==> src/rtl/mem_share_pkg.sv <==
package mem_share_pkg;

	// Client side
	localparam int N_PORTS = 4;
	localparam int PORT_W = (N_PORTS > 1) ? $clog2(N_PORTS) : 1;

	// Storage geometry
	localparam int ADDR_W = 8;
	localparam int DATA_W = 16;
	localparam int MEM_WORDS = 2 ** ADDR_W;

	// Cycles from engine acceptance of a read to rd_valid
	localparam int MEM_LAT = 3;

	// Enough bits to count 0 to MEM_LAT reads in flight
	localparam int LVL_W = $clog2(MEM_LAT + 1);

	// One bit per client port, exactly one set for a live request
	typedef logic [N_PORTS-1:0] port_id_t;

	typedef logic [ADDR_W-1:0] addr_t;

	typedef logic [DATA_W-1:0] data_t;

	typedef logic [LVL_W-1:0] lvl_t;

endpackage

==> src/rtl/req_buf.sv <==
`timescale 1ns/1ps

module req_buf #(
	parameter int LANES = 1
) (
	input  logic                    clkSYS,
	input  logic                    arst_n,

	// Upstream side, one request per lane
	input  logic [LANES-1:0]        up_req,
	input  mem_share_pkg::addr_t    up_addr[LANES],
	input  mem_share_pkg::data_t    up_data[LANES],
	input  logic                    up_wr[LANES],
	input  mem_share_pkg::port_id_t up_id[LANES],
	output logic [LANES-1:0]        up_ack,

	// Downstream side, registered copy of each lane
	output logic [LANES-1:0]        dn_req,
	output mem_share_pkg::addr_t    dn_addr[LANES],
	output mem_share_pkg::data_t    dn_data[LANES],
	output logic                    dn_wr[LANES],
	output mem_share_pkg::port_id_t dn_id[LANES],
	input  logic [LANES-1:0]        dn_ack
);

	// Lane holds a valid entry
	logic [LANES-1:0] full;

	// Lane takes a new entry this cycle
	logic [LANES-1:0] load;

	// Room when empty, or when the held entry leaves this cycle
	assign load = up_req & (~full | dn_ack);

	assign up_ack = load;
	assign dn_req = full;

	always_ff @(posedge clkSYS or negedge arst_n)
	begin
		if (!arst_n)
		begin
			full <= '0;
		end
		else
		begin
			// New entry wins over the drain of the old one
			full <= load | (full & ~dn_ack);
		end
	end

	// Entry payload, only written on load
	always_ff @(posedge clkSYS)
	begin
		for (int i = 0; i < LANES; i++)
		begin
			if (load[i])
			begin
				dn_addr[i] <= up_addr[i];
				dn_data[i] <= up_data[i];
				dn_wr[i]   <= up_wr[i];
				dn_id[i]   <= up_id[i];
			end
		end
	end

endmodule

==> config.mk <==
export PLATFORM = sky130hd
export DESIGN_NAME = req_buf
export DESIGN_NICKNAME = d
export VERILOG_FILES = /design/src/rtl/mem_share_pkg.sv /design/src/rtl/req_buf.sv
export SDC_FILE = /design/constraint.sdc
export NUM_CORES = 1
export LEC_CHECK = 0
export BUFFER_PORTS_ARGS = -buffer_cell sky130_fd_sc_hd__clkbuf_2
export CAP_MARGIN = 20
export CORE_UTILIZATION = 35
export DETAILED_ROUTE_END_ITERATION = 10
export PLACE_DENSITY = 0.74
export SETUP_SLACK_MARGIN = 0.05
export SLEW_MARGIN = 20
export SYNTH_ARGS = -nofsm -noshare
export SYNTH_HDL_FRONTEND = slang
export SYNTH_SLANG_ARGS = --single-unit
==> constraint.sdc <==
create_clock -name clkSYS -period 1.55 [get_ports clkSYS]
set_input_delay 0.155 -clock clkSYS [delete_from_list [all_inputs] [get_ports clkSYS]]
set_output_delay 0.155 -clock clkSYS [all_outputs]
set_load 0.1 [all_outputs]
Yosys cells after proc, flatten, opt, wreduce, memory -nomap -nowiden
Index checks and enable logic that the tools add are counted.

Add/sub/neg operators: 0. Multiply operators: 0. Divide/modulo/power cells: 0. Magnitude comparators: 0. Equality and inequality tests: 0. Shifts and indexed selects: 0. Mux-type cells: 0. Bitwise logic cells: 6. Reductions and logical operators: 0.

Operators with widths (number): $and 1x1->1 (2); $not 1->1 (2); $or 1x1->1 (2).

Register bits after elaboration: 30. Latch bits: 0. RAM bits: 0. ROM bits: 0. Output and inout bits: 31. Logic and storage cells: 11. Memories kept: 0.

Logic depth before layout (Yosys ltp)
Depth in word-level cells: 4. Depth in mapped cells: 2. Depth with buffers taken out: 2.

Worst setup path after synthesis
Ideal clock, no wire load.

Path kind: register to register. Start point: reg full, in the netlist dn_req. End point: reg dn_addr[0] (netlist bit), enable pin. Setup time: 422 ps. Data arrival time: 2361 ps. Slack: -1233 ps. Cell stages (with the launch flop): 3. Buffers on the path: 0. Period minus slack after synthesis: 2783 ps. Cells stage by stage: dfrtp_1 -> nand2b_1 -> and2_1.

Longest elaborated chain between the ends: 3.

Ends and longest elaborated chain: start, declared (line req_buf.sv:27) `logic [LANES-1:0] full;`; start signal, assigned (line req_buf.sv:47) `full <= load | (full & ~dn_ack);`; $not 1->1 (line req_buf.sv:33) `assign load = up_req & (~full | dn_ack);`; $or 1x1->1 (line req_buf.sv:33); $and 1x1->1 (line req_buf.sv:33); named net up_ack (line req_buf.sv:15) `output logic [LANES-1:0] up_ack,`; end signal, assigned by index (line req_buf.sv:58) `dn_addr[i] <= up_addr[i];`; end, declared (line req_buf.sv:19) `output mem_share_pkg::addr_t dn_addr[LANES],`.

The timed path passes the listed nets, and every way through them passes these cells. A chain may end at the register's enable or synchronous reset.

Final worst setup path
Start point: reg full, in the netlist dn_req. End point: out up_ack.

Longest elaborated chain between the ends: 3.

Ends and longest elaborated chain (line): $not 1->1 (req_buf.sv:33); $or 1x1->1 (req_buf.sv:33); $and 1x1->1 (req_buf.sv:33); end, declared (req_buf.sv:15).

Every way passes these cells.

==> out/results.ini <==
[pwr]
leakagePower_nw=0.732
internal_power_w=0.00123
swShare_pct=34.2
p_switching_w=0.000640
power_density_nw_per_um2=1130
pwr-share-clk_pct=22.1
seq_power_share_pct=51.1
irDropWorstVdd_mv=0.710
power_frac_comb_pct=26.8

[worst_hold_path]
hold_depth=2
min-delay-start=up_req
hp-class=in -> reg
whs_endpoint=dn_req$_DFF_PN0_

[cells_and_area]
fillers=174
finish.utilization_pct=67.1
layout-drive-gt1-share_pct=54.4
seq_area_um2=900
nets=168
antenna_cells=0
multi_input_area_um2=36.3
area_delta_synth_final_pct=81.7
design_area_um2=1660

[yosys]
synthesis.nets=66
yosysSeqAreaShare_pct=97.9
ys_ff_latch=30
syn-cell-area_um2=915
synth_area_per_cell_um2=27.7
netlist_instances=33
ys_warn_count=0
synth.distinct_cells=4

[die]
dieArea_um2=2820
die_y_um=53.1
num_rows=18
ios=64
design.core.area_um2=2480
die_w_um=53.1
initial_core_util_pct=36.9

[sta]
final.setup_skew_ns=0.00344
setup_viol=0
max-slew-margin-rel_pct=63.1
fin_crit_ns=1.40
slew_violations=0
fmax_mhz=716
worst_pin_slew_ns=0.555
rsz0062_at_grt=no
hold_viol=0
timing.final.crit_share_pct=90.1

[placement]
dpl_cell_area_um2=1290
routabilityCongestion=0.581
io_buffers=63

[setup_path]
r2r_slack_ns=0.27
ff2ff_path_depth=2
critical-path-max-stage-delay_ns=0.50
worstReg2RegStart=dn_req$_DFF_PN0_
critPathMaxFanout=3
worstSetupPathType=reg -> out
cpMaxStageDelayCell=dfrtp_4
worstPathCellList=nand2b_4 -> and2_4 -> buf_12
worstPathArrival_ns=1.24
crit_path_end_kind=primary output
cp-start-kind=register
required_ns=1.39
rr_endpoint=dn_data[1]$_DFFE_PP_

[clock_tree]
cts_made_buffers=5
clk-insertion-delay-late_ns=0.32
cts_root_buf=clkbuf_4
htree_levels=2
clk_path_buf_depth=2
cts.sinks=30
path_clk_slew_ns=0.08
cts_tree=yes

[global_route]
antenna_found_initial=0
grt_max_degree=16
grt_pass1_vias=673
gr-usage-all-layers_pct=16.5
grt_pass1_wl_um=2900
grt_overflow=0

[routing]
drt_iter0_drc=5
drtAntennaViolNets=0
wire_per_inst_um=13.6
drtPass1Iterations=4
post_drt_via_cell_ratio=4.30
wl_um=2260
drc=0
vias=714

[outcome]
status=complete, no violations

[flow_run]
cap_violations=0

==> cells in the mapped netlist <==
cell type  count  share of area, %
edfxtp_1      29                95
and2_1         1              0.68
dfrtp_1        1               2.7
nand2b_1       2               1.4
==> kinds of logic (layout without fill, tap and decap cells) <==
kind of cell / count (synthesis) / after routing / synth area share, %
and+or+nand+nor: 3 / 4 / 2.05
DFF: 30 / 30 / 97.9
buffers and inverters: 0 / 102 / 0
==> final cells by class <==
class	instances	share of cell area [%]
Tap cell	30	2.26
Timing Repair Buffer	94	38.4
Clock inverter	2	0.527
Multi-Input combinational cell	4	2.18
Sequential cell	30	54.1
Clock buffer	6	2.48
==> flip-flops by register name, indices dropped and copies added, names as in the netlist <==
signal and flops:
dn_id 4, dn_data 16, dn_addr 8, dn_wr 1, dn_req 1
==> layer usage <==
layer / vias up / part of all wire [%] / track usage, %
met5: - / 0 / 0
met4: 0 / 1.9 / 9.21
met3: 8 / 9.9 / 8.91
met2: 45 / 54 / 30.4
met1: 328 / 34 / 13.7
li1: 333 / - / -
==> cell usage in the layout, fill, tap and decap left out <==
cell,synthesis,routed
clkinv_1,0,1
edfxtp_1,29,29
and2_2,0,1
clkinv_2,0,1
clkbuf_1,0,1
clkbuf_4,0,5
buf_12,0,1
dfrtp_4,0,1
and2_4,0,1
buf_4,0,1
dlygate4sd3_1,0,30
nand2b_4,0,1
nand2b_1,2,1
clkbuf_2,0,62
==> power groups by stage <==
| stage | Sequential (W) | Clock [W] | Combinational [W] |
|---|---|---|---|
| CTS | 0.000956 | 0.000442 | 0.000489 |
| global placement | 0.000972 | 0 | 0.000428 |
| floorplan | 0.00128 | 0 | 0.0000326 |
| detailed placement | 0.000974 | 0 | 0.000433 |
| finish | 0.000957 | 0.000413 | 0.000502 |
| global route | 0.000962 | 0.000467 | 0.000519 |
==> how the worst max path moves through the flow <==
stage / start / endpoint / depth (start not counted)
detailed placement: dn_req$_DFF_PN0_ / up_ack / 3
finish: dn_req$_DFF_PN0_ / up_ack / 3
CTS: dn_req$_DFF_PN0_ / up_ack / 3
global route: dn_req$_DFF_PN0_ / up_ack / 3
global placement: dn_req$_DFF_PN0_ / up_ack / 3
floorplan: dn_req$_DFF_PN0_ / dn_addr[0]$_DFFE_PP_ / 2
==> worst max-delay path: cells and delay by family (launching register included) <==
| family | cells | cell delay [ns] |
|---|---|---|
| DFF | 1 | 0.50 |
| and+or+nand+nor | 2 | 0.25 |
| buffers and inverters | 1 | 0.17 |
==> metrics by stage <==
step                hold slack [ns]  power (W)  setup TNS, ns  cells  setup slack, ns
detailed placement          -0.0658    0.00141              0    126            0.192
CTS                        0.000951    0.00189              0    161           0.0742
finish                       0.0779    0.00187              0    166            0.153
floorplan                    -0.141    0.00132          -2.35     33          -0.0812
global placement            -0.0699    0.00140              0    126            0.231
global route                 0.0697    0.00195              0    166           0.0892
==> what timing repair did <==
item / CTS / global route
gates cloned: 1 / 0
hold endpoints to repair: 25 / 5
hold buffers: 25 / 5
endpoints found under the setup margin: 1 / 1
pin swaps: 1 / 0
buffers inserted: 1 / 0
resized for setup: 0 / 1
No activity file was read; power rests on OpenSTA's default activity.
